`config.mk`:
```
export PLATFORM = sky130hd
export DESIGN_NAME = vga_controller
export DESIGN_NICKNAME = d
export VERILOG_FILES = /design/src/rtl/vga_pkg.sv /design/src/rtl/vga_controller.sv /design/src/rtl/vga_pixel_fifo.sv /design/src/rtl/vga_frame_fetch.sv /design/src/rtl/vga_sequencer.sv /design/src/rtl/sram_1r1w.sv
export VERILOG_INCLUDE_DIRS = /design/src /design/src/rtl
export SDC_FILE = /design/constraint.sdc
export NUM_CORES = 1
export LEC_CHECK = 0
export ABC_CLOCK_PERIOD_IN_PS = 16400
export CAP_MARGIN = 20
export CORE_UTILIZATION = 30
export CTS_CLUSTER_DIAMETER = 200
export DETAILED_ROUTE_END_ITERATION = 12
export DONT_BUFFER_PORTS = 1
export GPL_TIMING_DRIVEN = 0
export PLACE_DENSITY_LB_ADDON = 0.05
export RECOVER_POWER = 25
export SLEW_MARGIN = 20
export SYNTH_ARGS = -nofsm -noshare
export SYNTH_HDL_FRONTEND = slang
export SYNTH_SLANG_ARGS = --single-unit
```
`constraint.sdc`:
```
create_clock -name clk -period 16.4 [get_ports clk]
set_clock_uncertainty 0.1 [all_clocks]
set_input_delay 0 -clock clk [delete_from_list [all_inputs] [get_ports clk]]
set_output_delay 0 -clock clk [all_outputs]
set_load 0.01 [all_outputs]
```
`src/rtl/vga_macros.svh`:
```
`ifndef VGA_MACROS_SVH
`define VGA_MACROS_SVH

// Microprogram slots in the timing sequencer
`define VGA_MAX_INSTRUCTIONS 48

// Pixel FIFO entries
// Also the number of credits the fetch unit starts a frame with
`define VGA_FIFO_DEPTH 8

// Frame-buffer word address width
`define VGA_MEM_ADDR_WIDTH 16

// Width of one program word and one memory word on the ports
`define VGA_WORD_WIDTH 32

`endif
```
`src/rtl/vga_pkg.sv`:
```
package vga_pkg;

	// Microcode operations
	// INITCNT loads the selected counter with the immediate
	// LOOP decrements it and branches while the result is nonzero
	typedef enum logic {
		INITCNT,
		LOOP
	} instruction_type_t;

	// Loop counter, wide enough for a full line of pixel periods
	typedef logic [12:0] counter_t;

	// One microinstruction, taken from the low bits of a program word
	typedef struct packed {
		instruction_type_t instruction_type;
		logic counter_select;
		// Counter load value, and branch target for LOOP and frame_done
		counter_t immediate_value;
		logic vsync;
		logic hsync;
		logic frame_done;
		logic in_visible_region;
	} uop_t;

	// Frame-buffer pixel, low 24 bits of a memory word
	typedef struct packed {
		logic [7:0] red;
		logic [7:0] green;
		logic [7:0] blue;
	} pixel_t;

endpackage

```
`src/rtl/vga_controller.sv`:
```
`timescale 1ns/1ns

`include "vga_macros.svh"

module vga_controller (
	input clk,
	input reset,
	input sequencer_en,
	input prog_write_en,
	input [`VGA_WORD_WIDTH-1:0] prog_data,
	input [`VGA_MEM_ADDR_WIDTH-1:0] fb_base,
	output logic mem_read_en,
	output logic [`VGA_MEM_ADDR_WIDTH-1:0] mem_read_addr,
	input [`VGA_WORD_WIDTH-1:0] mem_read_data,
	output logic vga_hs,
	output logic vga_vs,
	output logic vga_de,
	output vga_pkg::pixel_t vga_color,
	output logic pixel_en
);

	import vga_pkg::*;

	logic in_visible_region;
	logic start_dma;
	logic push;
	pixel_t push_data;
	logic flush;
	logic pop;
	pixel_t pop_data;
	logic fifo_empty;
	logic credit_return;
	logic pixel_due;

	// Timing generator, sync outputs leave undelayed
	vga_sequencer i_vga_sequencer (
		.clk(clk),
		.reset(reset),
		.sequencer_en(sequencer_en),
		.prog_write_en(prog_write_en),
		.prog_data(prog_data),
		.vga_hs(vga_hs),
		.vga_vs(vga_vs),
		.in_visible_region(in_visible_region),
		.start_dma(start_dma),
		.pixel_en(pixel_en)
	);

	vga_frame_fetch i_vga_frame_fetch (
		.clk(clk),
		.reset(reset),
		.start_dma(start_dma),
		.fb_base(fb_base),
		.credit_return(credit_return),
		.mem_read_data(mem_read_data),
		.mem_read_en(mem_read_en),
		.mem_read_addr(mem_read_addr),
		.push(push),
		.push_data(push_data),
		.flush(flush)
	);

	vga_pixel_fifo i_vga_pixel_fifo (
		.clk(clk),
		.reset(reset),
		.flush(flush),
		.push(push),
		.push_data(push_data),
		.pop(pop),
		.pop_data(pop_data),
		.empty(fifo_empty),
		.credit_return(credit_return)
	);

	// A visible pixel period consumes one pixel
	assign pixel_due = pixel_en && in_visible_region;

	// Underflow just shows black, nothing is popped
	assign pop = pixel_due && !fifo_empty;

	always_ff @(posedge clk, posedge reset)
	begin
		if (reset)
		begin
			vga_de <= 1'b0;
			vga_color <= '0;
		end
		else
		begin
			// Both lag the visible flag by one clock
			vga_de <= in_visible_region;
			// Colour holds between strobes
			if (pixel_due)
				vga_color <= fifo_empty ? pixel_t'('0) : pop_data;
		end
	end

endmodule

```
`src/rtl/vga_pixel_fifo.sv`:
```
`timescale 1ns/1ns

`include "vga_macros.svh"

module vga_pixel_fifo (
	input clk,
	input reset,
	input flush,
	input push,
	input vga_pkg::pixel_t push_data,
	input pop,
	output vga_pkg::pixel_t pop_data,
	output logic empty,
	output logic credit_return
);

	import vga_pkg::*;

	localparam PTR_WIDTH = $clog2(`VGA_FIFO_DEPTH);
	localparam COUNT_WIDTH = $clog2(`VGA_FIFO_DEPTH + 1);

	pixel_t storage[`VGA_FIFO_DEPTH];
	logic [PTR_WIDTH-1:0] read_ptr;
	logic [PTR_WIDTH-1:0] write_ptr;
	logic [COUNT_WIDTH-1:0] count;
	logic do_push;
	logic do_pop;

	// Circular increment, also correct for depths that are not a power of two
	function automatic logic [PTR_WIDTH-1:0] ptr_inc(input logic [PTR_WIDTH-1:0] ptr);
		if (ptr == PTR_WIDTH'(`VGA_FIFO_DEPTH - 1))
			return '0;
		return ptr + 1'b1;
	endfunction

	assign empty = count == '0;

	// Head entry is visible before the pop
	assign pop_data = storage[read_ptr];

	// Flush wins over both ports
	// Credits keep the writer from ever pushing into a full buffer
	assign do_push = push && !flush;
	assign do_pop = pop && !empty && !flush;

	// One credit back for each pixel that leaves
	assign credit_return = do_pop;

	always_ff @(posedge clk)
	begin
		if (do_push)
			storage[write_ptr] <= push_data;
	end

	always_ff @(posedge clk, posedge reset)
	begin
		if (reset)
		begin
			read_ptr <= '0;
			write_ptr <= '0;
			count <= '0;
		end
		else if (flush)
		begin
			// Empty in a single clock
			read_ptr <= '0;
			write_ptr <= '0;
			count <= '0;
		end
		else
		begin
			if (do_push)
				write_ptr <= ptr_inc(write_ptr);
			if (do_pop)
				read_ptr <= ptr_inc(read_ptr);
			count <= count + COUNT_WIDTH'(do_push) - COUNT_WIDTH'(do_pop);
		end
	end

endmodule

```
`src/rtl/vga_frame_fetch.sv`:
```
`timescale 1ns/1ns

`include "vga_macros.svh"

module vga_frame_fetch (
	input clk,
	input reset,
	input start_dma,
	input [`VGA_MEM_ADDR_WIDTH-1:0] fb_base,
	input credit_return,
	input [`VGA_WORD_WIDTH-1:0] mem_read_data,
	output logic mem_read_en,
	output logic [`VGA_MEM_ADDR_WIDTH-1:0] mem_read_addr,
	output logic push,
	output vga_pkg::pixel_t push_data,
	output logic flush
);

	import vga_pkg::*;

	localparam CREDIT_WIDTH = $clog2(`VGA_FIFO_DEPTH + 1);

	logic start_dma_d;
	logic frame_start;
	logic active;
	logic read_pending;
	logic [CREDIT_WIDTH-1:0] credits;
	logic [`VGA_MEM_ADDR_WIDTH-1:0] read_addr;

	// Rising edge of the level request from the sequencer
	assign frame_start = start_dma && !start_dma_d;

	// One read per clock while credits remain
	// Nothing is issued before the first frame or around a flush
	assign mem_read_en = active && credits != '0 && !flush && !frame_start;
	assign mem_read_addr = read_addr;

	// Returned word lands one clock after the request
	// A read in flight at frame start is dropped
	assign push = read_pending && !frame_start;
	assign push_data = pixel_t'(mem_read_data[$bits(pixel_t)-1:0]);

	always_ff @(posedge clk, posedge reset)
	begin
		if (reset)
		begin
			start_dma_d <= 1'b0;
			active <= 1'b0;
			read_pending <= 1'b0;
			flush <= 1'b0;
			credits <= CREDIT_WIDTH'(`VGA_FIFO_DEPTH);
			read_addr <= '0;
		end
		else
		begin
			start_dma_d <= start_dma;
			flush <= frame_start;

			if (frame_start)
			begin
				// Restart the frame from the base with an empty FIFO
				active <= 1'b1;
				read_pending <= 1'b0;
				credits <= CREDIT_WIDTH'(`VGA_FIFO_DEPTH);
				read_addr <= fb_base;
			end
			else
			begin
				read_pending <= mem_read_en;
				// Spend one credit per read, regain one per pop
				credits <= credits - CREDIT_WIDTH'(mem_read_en)
					+ CREDIT_WIDTH'(credit_return);
				if (mem_read_en)
					read_addr <= read_addr + 1'b1;
			end
		end
	end

endmodule

```
`src/rtl/vga_sequencer.sv`:
```
`timescale 1ns/1ns

`include "vga_macros.svh"

module vga_sequencer (
	input clk,
	input reset,
	input sequencer_en,
	input prog_write_en,
	input [`VGA_WORD_WIDTH-1:0] prog_data,
	output logic vga_hs,
	output logic vga_vs,
	output logic in_visible_region,
	output logic start_dma,
	output logic pixel_en
);

	import vga_pkg::*;

	localparam PROG_ADDR_WIDTH = $clog2(`VGA_MAX_INSTRUCTIONS);

	typedef logic [PROG_ADDR_WIDTH-1:0] prog_addr_t;

	uop_t current_uop;
	counter_t counter[2];
	counter_t counter_nxt;
	prog_addr_t pc;
	prog_addr_t pc_nxt;
	prog_addr_t prog_load_addr;
	logic branch_en;

	// Microprogram store
	// Read address is the next pc so the word is ready at the strobe
	sram_1r1w #(
		.DATA_WIDTH($bits(uop_t)),
		.SIZE(`VGA_MAX_INSTRUCTIONS)
	) i_instruction_memory (
		.clk(clk),
		.read_en(1'b1),
		.read_addr(pc_nxt),
		.read_data(current_uop),
		.write_en(prog_write_en && !sequencer_en),
		.write_addr(prog_load_addr),
		.write_data(prog_data[$bits(uop_t)-1:0])
	);

	// INITCNT loads, LOOP counts down the selected counter
	assign counter_nxt = current_uop.instruction_type == INITCNT
		? current_uop.immediate_value
		: counter[current_uop.counter_select] - counter_t'(1);

	// Branch at end of frame or while the loop has iterations left
	assign branch_en = current_uop.frame_done
		|| (current_uop.instruction_type == LOOP && counter_nxt != '0);

	// Timing outputs straight from the current instruction
	assign vga_hs = current_uop.hsync && sequencer_en;
	assign vga_vs = current_uop.vsync && sequencer_en;
	assign in_visible_region = current_uop.in_visible_region && sequencer_en;

	// Level request for the whole first instruction of a frame
	assign start_dma = pc == '0 && sequencer_en;

	always_comb
	begin
		// Disabled sequencer parks on slot 0, ready for the next enable
		if (!sequencer_en)
			pc_nxt = '0;
		else if (pixel_en)
		begin
			if (branch_en)
				pc_nxt = prog_addr_t'(current_uop.immediate_value);
			else
				pc_nxt = pc + prog_addr_t'(1);
		end
		else
			pc_nxt = pc;
	end

	always_ff @(posedge clk, posedge reset)
	begin
		if (reset)
		begin
			pixel_en <= 1'b0;
			counter[0] <= '0;
			counter[1] <= '0;
			pc <= '0;
			prog_load_addr <= '0;
		end
		else
		begin
			// Pixel rate is half the clock
			pixel_en <= !pixel_en;
			pc <= pc_nxt;

			if (sequencer_en)
			begin
				// One instruction retires per pixel strobe
				if (pixel_en)
					counter[current_uop.counter_select] <= counter_nxt;

				// Next load session starts at slot 0
				prog_load_addr <= '0;
			end
			else if (prog_write_en)
				prog_load_addr <= prog_load_addr + prog_addr_t'(1);
		end
	end

endmodule

```
`src/rtl/sram_1r1w.sv`:
```
`timescale 1ns/1ns

module sram_1r1w #(
	parameter DATA_WIDTH = 32,
	parameter SIZE = 64,
	localparam ADDR_WIDTH = $clog2(SIZE)
) (
	input clk,
	input read_en,
	input [ADDR_WIDTH-1:0] read_addr,
	output logic [DATA_WIDTH-1:0] read_data,
	input write_en,
	input [ADDR_WIDTH-1:0] write_addr,
	input [DATA_WIDTH-1:0] write_data
);

	logic [DATA_WIDTH-1:0] data[SIZE];

	// Synchronous write port
	always_ff @(posedge clk)
	begin
		if (write_en)
			data[write_addr] <= write_data;
	end

	// Registered read, one clock after the address
	always_ff @(posedge clk)
	begin
		if (read_en)
		begin
			// Same-cycle write to the read address forwards the new word
			if (write_en && write_addr == read_addr)
				read_data <= write_data;
			else
				read_data <= data[read_addr];
		end
	end

endmodule

```
Yosys cells after proc, flatten, opt, wreduce, memory -nomap -nowiden
Memories as Yosys holds them, arrays and structs flattened. A register that Yosys moved wholly into a read port is not among the register bits.
Cells that the tools add are included.
{"block": "totals", "reg_bits": 98, "latch_bits": 0, "out_inout_bits": 45, "in_bits": 84, "rom_bits": 0, "mem_bits_rw": 1104, "mem_count": 2, "word_cells": 104}
{"block": "classes", "n_eq_ne": 2, "n_bitwise": 1, "shift": 0, "mux": 36, "n_lt_le_gt_ge": 2, "n_mul": 0, "div": 0, "reduce_logical": 33, "n_addsub": 10}
{"memory": "i_vga_sequencer.i_instruction_memory.data", "words": 48, "width": 19, "read_ports": 1, "rd_clocked_by_memory_dff": 1, "wr": 1, "line": "sram_1r1w.sv:17", "text": "logic [DATA_WIDTH-1:0] data[SIZE];"}
{"memory": "i_vga_pixel_fifo.storage", "words": 8, "width": 24, "read_ports": 1, "rd_clocked_by_memory_dff": 0, "wr": 1, "line": "vga_pixel_fifo.sv:22", "text": "pixel_t storage[`VGA_FIFO_DEPTH];"}
{"cell": "$mux 13", "count": 5}
{"cell": "$mux 16", "count": 2}
{"cell": "$mux 6", "count": 5}
{"cell": "$bwmux 26", "count": 1}
{"cell": "$mux 24", "count": 1}
{"cell": "$mux 3", "count": 8}
{"cell": "$logic_and 1x1->1", "count": 17}
{"cell": "$add 16x1->16 const B", "count": 1}
{"cell": "$demux 13 s1", "count": 1}
{"cell": "$reduce_bool 13->1", "count": 1}
{"cell": "$sub 13x1->13 const B", "count": 1}
{"cell": "$add 6x1->6 const B", "count": 2}
{"cell": "$mux 1", "count": 11}
{"cell": "$add 4x1->4", "count": 2}
{"cell": "$mux 4", "count": 2}
{"cell": "$reduce_bool 2->1", "count": 4}
{"cell": "$sub 4x1->4", "count": 2}
{"cell": "$add 3x1->3 const B", "count": 2}
{"cell": "$eq 3x3->1 const B", "count": 2}
{"cell": "$logic_not 1->1", "count": 6}
{"cell": "$logic_not 6->1", "count": 1}
{"cell": "$logic_not 4->1", "count": 1}
{"cell": "$reduce_bool 4->1", "count": 1}
{"cell": "$ge 2x2->1 const B", "count": 1}
{"cell": "4 further kinds", "count": 4}

Longest topological paths before layout
Gate-level depths: netlist (run 1).
{"block": "logic_depth", "ltp_word": 12, "mapped_depth": 23}

Cells and area by module
Synthesis (run 1) repeated with hierarchy kept, for this count alone.
{"block": "hier_totals", "hier_cells": 2481, "hier_area_um2": 48916.9}
{"module": "sram_1r1w", "cells_per_inst": 1570, "area_each_um2": 35854.4, "instances": 1}
{"module": "vga_pixel_fifo", "cells_per_inst": 402, "area_each_um2": 7910.1, "instances": 1}
{"module": "vga_sequencer", "cells_per_inst": 264, "area_each_um2": 2469.9, "instances": 1}
{"module": "vga_frame_fetch", "cells_per_inst": 165, "area_each_um2": 1507.7, "instances": 1}
{"module": "vga_controller", "cells_per_inst": 80, "area_each_um2": 1174.9, "instances": 1}

Worst setup path after synthesis (run 1)
OpenSTA, ideal clock, no wires.
{"block": "synth_path", "path_kind": "register -> register", "startpoint": "reg with a tool-made name", "endpoint": "reg i_vga_sequencer.pc[3]", "setup_time_ps": 138, "setup_slack_ps": 10696, "arrival_ps": 5466, "path_stages_with_launch": 24, "period_less_slack_ps": 5704, "path_buffers": 5, "t_required_ps": 16162, "cell_sequence": "dfxtp_1 -> buf_6 -> buf_6 -> buf_8 -> buf_6 -> mux2i_1 -> a211oi_1 -> a31oi_1 -> and4_1 -> nor2b_1 -> clkbuf_1 -> mux2_2 -> inv_1 -> ha_1 -> or4b_2 -> nor4b_1 -> xnor2_1 -> nand3b_1 -> a211oi_1 -> o21ai_0 -> or4_4 -> o41a_1 -> o2111ai_1 -> o211ai_2"}
{"element": "to (signal assigned)", "line": "vga_sequencer.sv:94", "text": "pc <= pc_nxt;"}
{"element": "to (decl)", "line": "vga_sequencer.sv:27", "text": "prog_addr_t pc;"}

==> qor.csv, run 1 <==
metric,value,unit
ys_seq_area_share,74.9,%
layout-drive-gt1-share,25.9,%
p_leak,18.3,nW
yosysWarnings,0,
clkLatencyLatePin,0.75,ns
grt_pass1_vias,25700,
fillers,14300,
start_util,30.4,%
tightest_slew,2.25,ns
io_pins,129,
status,"complete, but fails checks",
area.growth.synth_to_final,21.3,%
rsz0062_at_grt,no,
path_clk_slew,0.06,ns
cts_tree,done,
clk_path_buf_depth,3,
synth_flop_cell,edfxtp_1,
cts_made_buffers,144,
async_flop_share,8.11,%
viasPerCell,5.01,
netSwitchingFraction,29.5,%
ys_types,67,
p_seq_share,42.5,%
cts.sinks,1208,
die_x,401,µm
fp-row-count,145,
powerDensity,152,mW/mm²
grt_pass1_wl,201,mm
cts_setup_buffers,0,
power.share.clock,34.8,%
avgSynthCellArea,20.5,µm²
dieArea,0.161,mm²
grt_max_degree,56,
final.setup.tns,0,ns
setup_viol,0,
hold_buffers,123,
switchingPower,0.00259,W
hp-class,primary input to flop,
power.total,0.00877,W
synth_top_cell_by_area,edfxtp_1,
cts-htree-levels,4,
synth_nets,2428,
drc,0,
crit_type,flop to flop,
dp_hpwl,96.0,mm
internal-power,0.00619,W
yosys-top-cells-area,"edfxtp_1 70%, mux4_2 15%, dfrtp_1 5.1%",
synthTopCellsByCount,"1,104 x edfxtp_1, 310 x mux4_2, 103 x nand2_1",
hold_viol_final,0,
core,0.157,mm²
peakVddDrop,0.0995,mV
synth_edf_count,1104,
critPathMaxFanout,10,
synth_cells,2323,
synth_top_area_share,69.5,%
numPortBuffers,0,
die_h,401,µm
period_needed,7.33,ns
violations,"capacitance limit, slew limit",
final_antenna_net_count,0,
drtIter0Drc,1858,
rr_worst_depth,21,
fin_nets,2765,
drv_cap,16,
post_cts_resized,0,
cp-end-kind,flop,
yosys.cell_count.top_type,edfxtp_1,
netlist_area,0.0477,mm²
drt_first_pass_iters,5,
period_share,44.7,%
hold_depth,4,
wirelength,143,mm
arrival,7.82,ns
yosys_register_bits,1208,
ctsRootBufferMaster,clkbuf_16,
final_max_slew_viol_count,784,
relSlewSlack,-50.0,%
wl_per_cell,29.7,µm
start_kind,flop,
via_count,24200,
gp_congestion,0.775,
pwr-share-comb,22.7,%
grt_util_all_layers,18.0,%
antenna_found_initial,6,
fmax,136,MHz
final_util,36.9,%
gr-total-overflow,0,
crit_required,16.89,ns
[cells in the final DEF, fill, tap and decap left out, types with 12 or more instances in the layout]
cell           Yosys  layout
edfxtp_1        1104    1104
mux4_2           310     310
clkbuf_16          0     149
clkbuf_1          66     122
nand2_1          103     103
dlygate4sd3_1      0     103
dfrtp_1           97      97
mux2i_1           82      82
o21ai_0           60      59
nor2_4             0      52
nor2_1           101      48
nand3_1           36      36
buf_16             0      32
buf_2             25      30
xnor2_1           26      26
clkinv_1           1      26
buf_12             0      26
inv_1             25      24
mux2_2            21      21
a21oi_1           21      20
ha_1              19      19
a22oi_1           18      18
xor2_1            16      16
buf_4              7      14
nor3_1            15      13
nor2b_1           15      13
nand4_1           12      12
buf_1             17      12
clkinv_2           0      12
[through the flow]
stage / cells / setup WS (ns) / area [µm²] / hold slack, ns
6_report: 4830 / 9.07 / 57800 / 0.0658
5_1_grt: 4830 / 8.67 / 57800 / 0.0603
4_1_cts: 4829 / 9.03 / 58100 / 0.00879
3_5_place_dp: 4449 / 9.07 / 52200 / -0.185
3_3_place_gp: 4381 / 8.75 / 50300 / -0.000694
2_1_floorplan: 2323 / 10.70 / 47700 / -0.00113
[critical path: stages, from the launching register on]
cell and delay [ns]:
dfxtp_1 0.36, buf_2 0.35, buf_2 0.39, clkbuf_1 0.84, a311oi_1 0.20, nand3_1 0.19
and4_1 0.39, nor2b_1 0.08, clkbuf_1 0.29, mux2_2 0.39, inv_1 0.06, ha_1 0.27
or4b_2 0.70, nor4b_1 0.38, xnor2_1 0.19, nand3b_1 0.15, a211oi_1 0.21, o21ai_0 0.11
or4_4 0.47, o41a_1 0.51, o21ai_0 0.31, o211ai_1 0.18
[per-layer routing]
layer  wire, µm  vias up  global-route usage, %
met5         13        -                      0
met4       2940        2                   4.43
met3       6570      191                   3.33
met2      70400      593                   29.7
met1      63600    13200                   24.4
li1           -    10200                      -
[cells by family after synthesis]
| kind of cell | synth area share [%] |
|---|---|
| compound gates | 2.09 |
| xor+xnor | 0.771 |
| fa+ha+maj | 0.583 |
| buf+inv | 1.40 |
| flops | 74.9 |
| mux | 16.9 |
| simple gates | 3.38 |
[power groups by stage]
stage               combinational [W]  sequential [W]  clock, W
global route                  0.00217         0.00375   0.00326
detailed placement            0.00196         0.00379         0
floorplan                     0.00126         0.00374         0
CTS                           0.00206         0.00373   0.00314
finish                        0.00199         0.00373   0.00305
global placement              0.00190         0.00379         0
[state kept, by name, indices dropped and copies added (netlist names), 4 cells and up, named ones only]
| signal | count |
|---|---|
| i_vga_sequencer.pc | 6 |
| vga_color | 24 |
| i_vga_sequencer.prog_load_addr | 6 |
| i_vga_frame_fetch.mem_read_addr | 16 |
| i_vga_sequencer.counter | 26 |
| i_vga_sequencer.i_instruction_memory.data | 912 |
| i_vga_pixel_fifo.count | 4 |
| i_vga_frame_fetch.credits | 4 |
| i_vga_pixel_fifo.storage | 192 |
[path summary, 6_finish.rpt]
kind | from | slack (ns) | to
min reg2reg | i_vga_frame_fetch.start_dma_d | 0.37 | i_vga_frame_fetch.credits[3]
max | flop | 9.07 | i_vga_sequencer.pc[1]
max in group asynchronous | reset | 15.57 | i_vga_frame_fetch.credits[3]
max reg2reg | flop | 9.07 | i_vga_sequencer.pc[1]
min in group asynchronous | reset | 0.28 | vga_color[3]
min | prog_write_en | 0.07 | i_vga_sequencer.i_instruction_memory.data[39][18]
[final cells by class]
type	count	area, µm²	share of cell area [%]
Antenna cell	1	2.50	0.00433
Buffer	121	573	0.991
Clock buffer	201	3990	6.90
Clock inverter	56	514	0.889
Inverter	28	110	0.190
Multi-Input combinational cell	966	11700	20.2
Sequential cell	1208	35700	61.8
Tap cell	2058	2570	4.45
Timing Repair Buffer	191	2640	4.57
No activity file was read; power rests on OpenSTA's default activity.
==> run 2: changes to the inputs <==
- ABC_CLOCK_PERIOD_IN_PS: 16400 -> 6600
- clock period: 16.4 -> 6.6 ns (I/O delays scaled with it)
==> run 2 against run 1 <==
Compared with the run above: the run still ends with capacitance limit, slew limit left; sequential power rose by 150%; core utilization barely moved; final area increased by 0.13%; worst setup slack got worse by 8.9 ns; sequential cell count is the same; non-clock buffer count shrank 3; combinational power increased to 2.5 times the previous value; total power increased by 150%; first-iteration DRC count is 1.8% higher; die area did not move; critical path depth is 7 lower; critical path type unchanged; critical endpoint is now i_vga_sequencer.pc[0]; largest power group unchanged.
==> qor.csv, run 2 (synthesis results as in run 1) <==
metric,value,unit
crit_type,flop to flop,
final_util,36.9,%
via_count,24300,
placed_cell_area,0.0522,mm²
worst-path-buf-inv,5,
fin_ws,0.202,ns
relSlewSlack,-44.7,%
min_to,i_vga_sequencer.i_instruction_memory.data[39][18],
ff2ff_setup_slack,0.20,ns
drc,0,
pwr-share-comb,22.8,%
cp_cell_sequence,"buf_2, buf_2, buf_2, buf_2, clkbuf_1, mux4_2, mux4_2, a21oi_1, nand2_1, nor3_1, a41oi_1, o41a_1, o21ai_0, a31oi_1",
tightest_slew,2.17,ns
drv_cap,16,
cp-end-kind,flop,
cts_made_buffers,144,
dp_hpwl,96.0,mm
drt_first_pass_iters,7,
critPathMaxFanout,19,
gp_congestion,0.775,
wl_per_cell,29.7,µm
clk_path_buf_depth,3,
netSwitchingFraction,29.5,%
start_util,30.4,%
met2_length,70.4,mm
mostFrequentLayoutCells,"1,104 x edfxtp_1, 310 x mux4_2, 149 x clkbuf_16",
fmax,156,MHz
gr-total-overflow,0,
clkLatencyLatePin,0.75,ns
drtIter0Drc,1891,
fp-row-count,145,
multi_input_area,0.0117,mm²
layout-drive-gt1-share,26.4,%
final_antenna_net_count,0,
grt_max_degree,56,
path_clk_slew,0.06,ns
top_regs,"i_vga_sequencer.i_instruction_memory.data: 912 flops, i_vga_pixel_fifo.storage: 192 flops, i_vga_sequencer.counter: 26 flops",
slowest_delay,0.72,ns
status,"complete, but fails checks",
hp-class,primary input to flop,
viasPerCell,5.03,
cts_tree,done,
violations,"capacitance limit, slew limit",
hold_depth,4,
grt_util_all_layers,18.0,%
start_kind,flop,
final_common_cell,edfxtp_1,
area.growth.synth_to_final,21.5,%
final_cell_area,0.0579,mm²
cts.sinks,1208,
setup_viol,0,
fin_nets,2762,
largest_reg_flops,912,
grt_pass1_wl,201,mm
crit_cells,14,
crit_required,7.09,ns
peakVddDrop,0.249,mV
fillers,14300,
seqCellArea,0.0357,mm²
top_register,i_vga_sequencer.i_instruction_memory.data,
cpLargestDelayFamily,buffers and inverters,
rr_worst_depth,14,
final_max_slew_viol_count,784,
power.share.clock,34.8,%
hp-start,prog_write_en,
place_worst_setup_slack,-0.726,ns
p_seq_share,42.4,%
io_pins,129,
antenna_found_initial,6,
slowest_stage,clkbuf_1,
ctsRootBufferMaster,clkbuf_16,
internal-power,0.0154,W
numPortBuffers,0,
cts-htree-levels,4,
arrival,6.88,ns
period_share,96.9,%
wl_met1,63.7,mm
switchingPower,0.00645,W
power.total,0.0219,W
critPathMostFrequentCell,buf_2,
hold_viol_final,0,
grt_pass1_vias,25700,
wirelength,144,mm
powerDensity,377,mW/mm²
dieArea,0.161,mm²
reg2reg_to,i_vga_sequencer.pc[0],
routed.top_layer,met5,
die_x,401,µm
dr_wl_met3,6.52,mm
p_leak,18.3,nW
core,0.157,mm²
die_h,401,µm
period_needed,6.40,ns
run 2: cell count changes in the layout (fill, tap and decap cells not counted), sizes merged:
cell | previous run | this run
clkbuf | 283 | 281
buf | 127 | 126
run 2: stage by stage:
step | hold slack, ns | std cells | TNS (ns)
after floorplan | -0.00113 | 2323 | 0
after global placement | -0.000694 | 4381 | -15.97
after detailed placement | -0.185 | 4449 | -10.38
after CTS | 0.00879 | 4826 | 0
after global routing | 0.0603 | 4827 | -0.0178
final | 0.0725 | 4827 | 0
run 2: final cells by class:
cell class                 instances  area share (%)
inverter                          28           0.192
sequential                      1208            61.7
tap                             2058            4.45
multi-input combinational        966            20.3
antenna                            1         0.00432
timing repair buffer             192            4.58
clock buffer                     201            6.90
clock inverter                    56           0.888
buffer                           117            1.04
run 2: power groups by stage:
stage / sequential (W) / clock, W / combinational (W)
after detailed placement: 0.00941 / 0 / 0.00488
final: 0.00927 / 0.00759 / 0.00499
after global routing: 0.00932 / 0.00809 / 0.00542
after global placement: 0.00942 / 0 / 0.00471
after floorplan: 0.00930 / 0 / 0.00314
after CTS: 0.00926 / 0.00780 / 0.00513
run 2: repair_timing:
item | CTS | global route
resized for setup | 22 | 8
pin swaps | 0 | 2
hold endpoints to repair | 1246 | 0
setup buffers | 0 | 1
endpoints found under the setup margin | 18 | 12
hold buffers | 123 | 0
run 2: how the worst max path moves through the flow:
stage	startpoint	end	slack, ns
floorplan	flop	i_vga_sequencer.pc[3]	0.90
global placement	flop	i_vga_sequencer.pc[1]	-1.05
detailed placement	flop	i_vga_sequencer.pc[1]	-0.73
CTS	flop	i_vga_sequencer.pc[1]	0.02
global route	flop	i_vga_sequencer.pc[2]	-0.01
finish	flop	i_vga_sequencer.pc[0]	0.20
run 2: tightest hold or removal path: stages:
cell and delay, ns:
nor2b_1 0.11, clkbuf_1 0.19, nand2_1 0.28, nor2_4 0.14
run 2: layer usage:
metal / track usage, % / vias up
li1: - / 10300
met3: 3.33 / 192
met2: 29.7 / 569
met1: 24.4 / 13200
met5: 0 / -
met4: 4.43 / 2
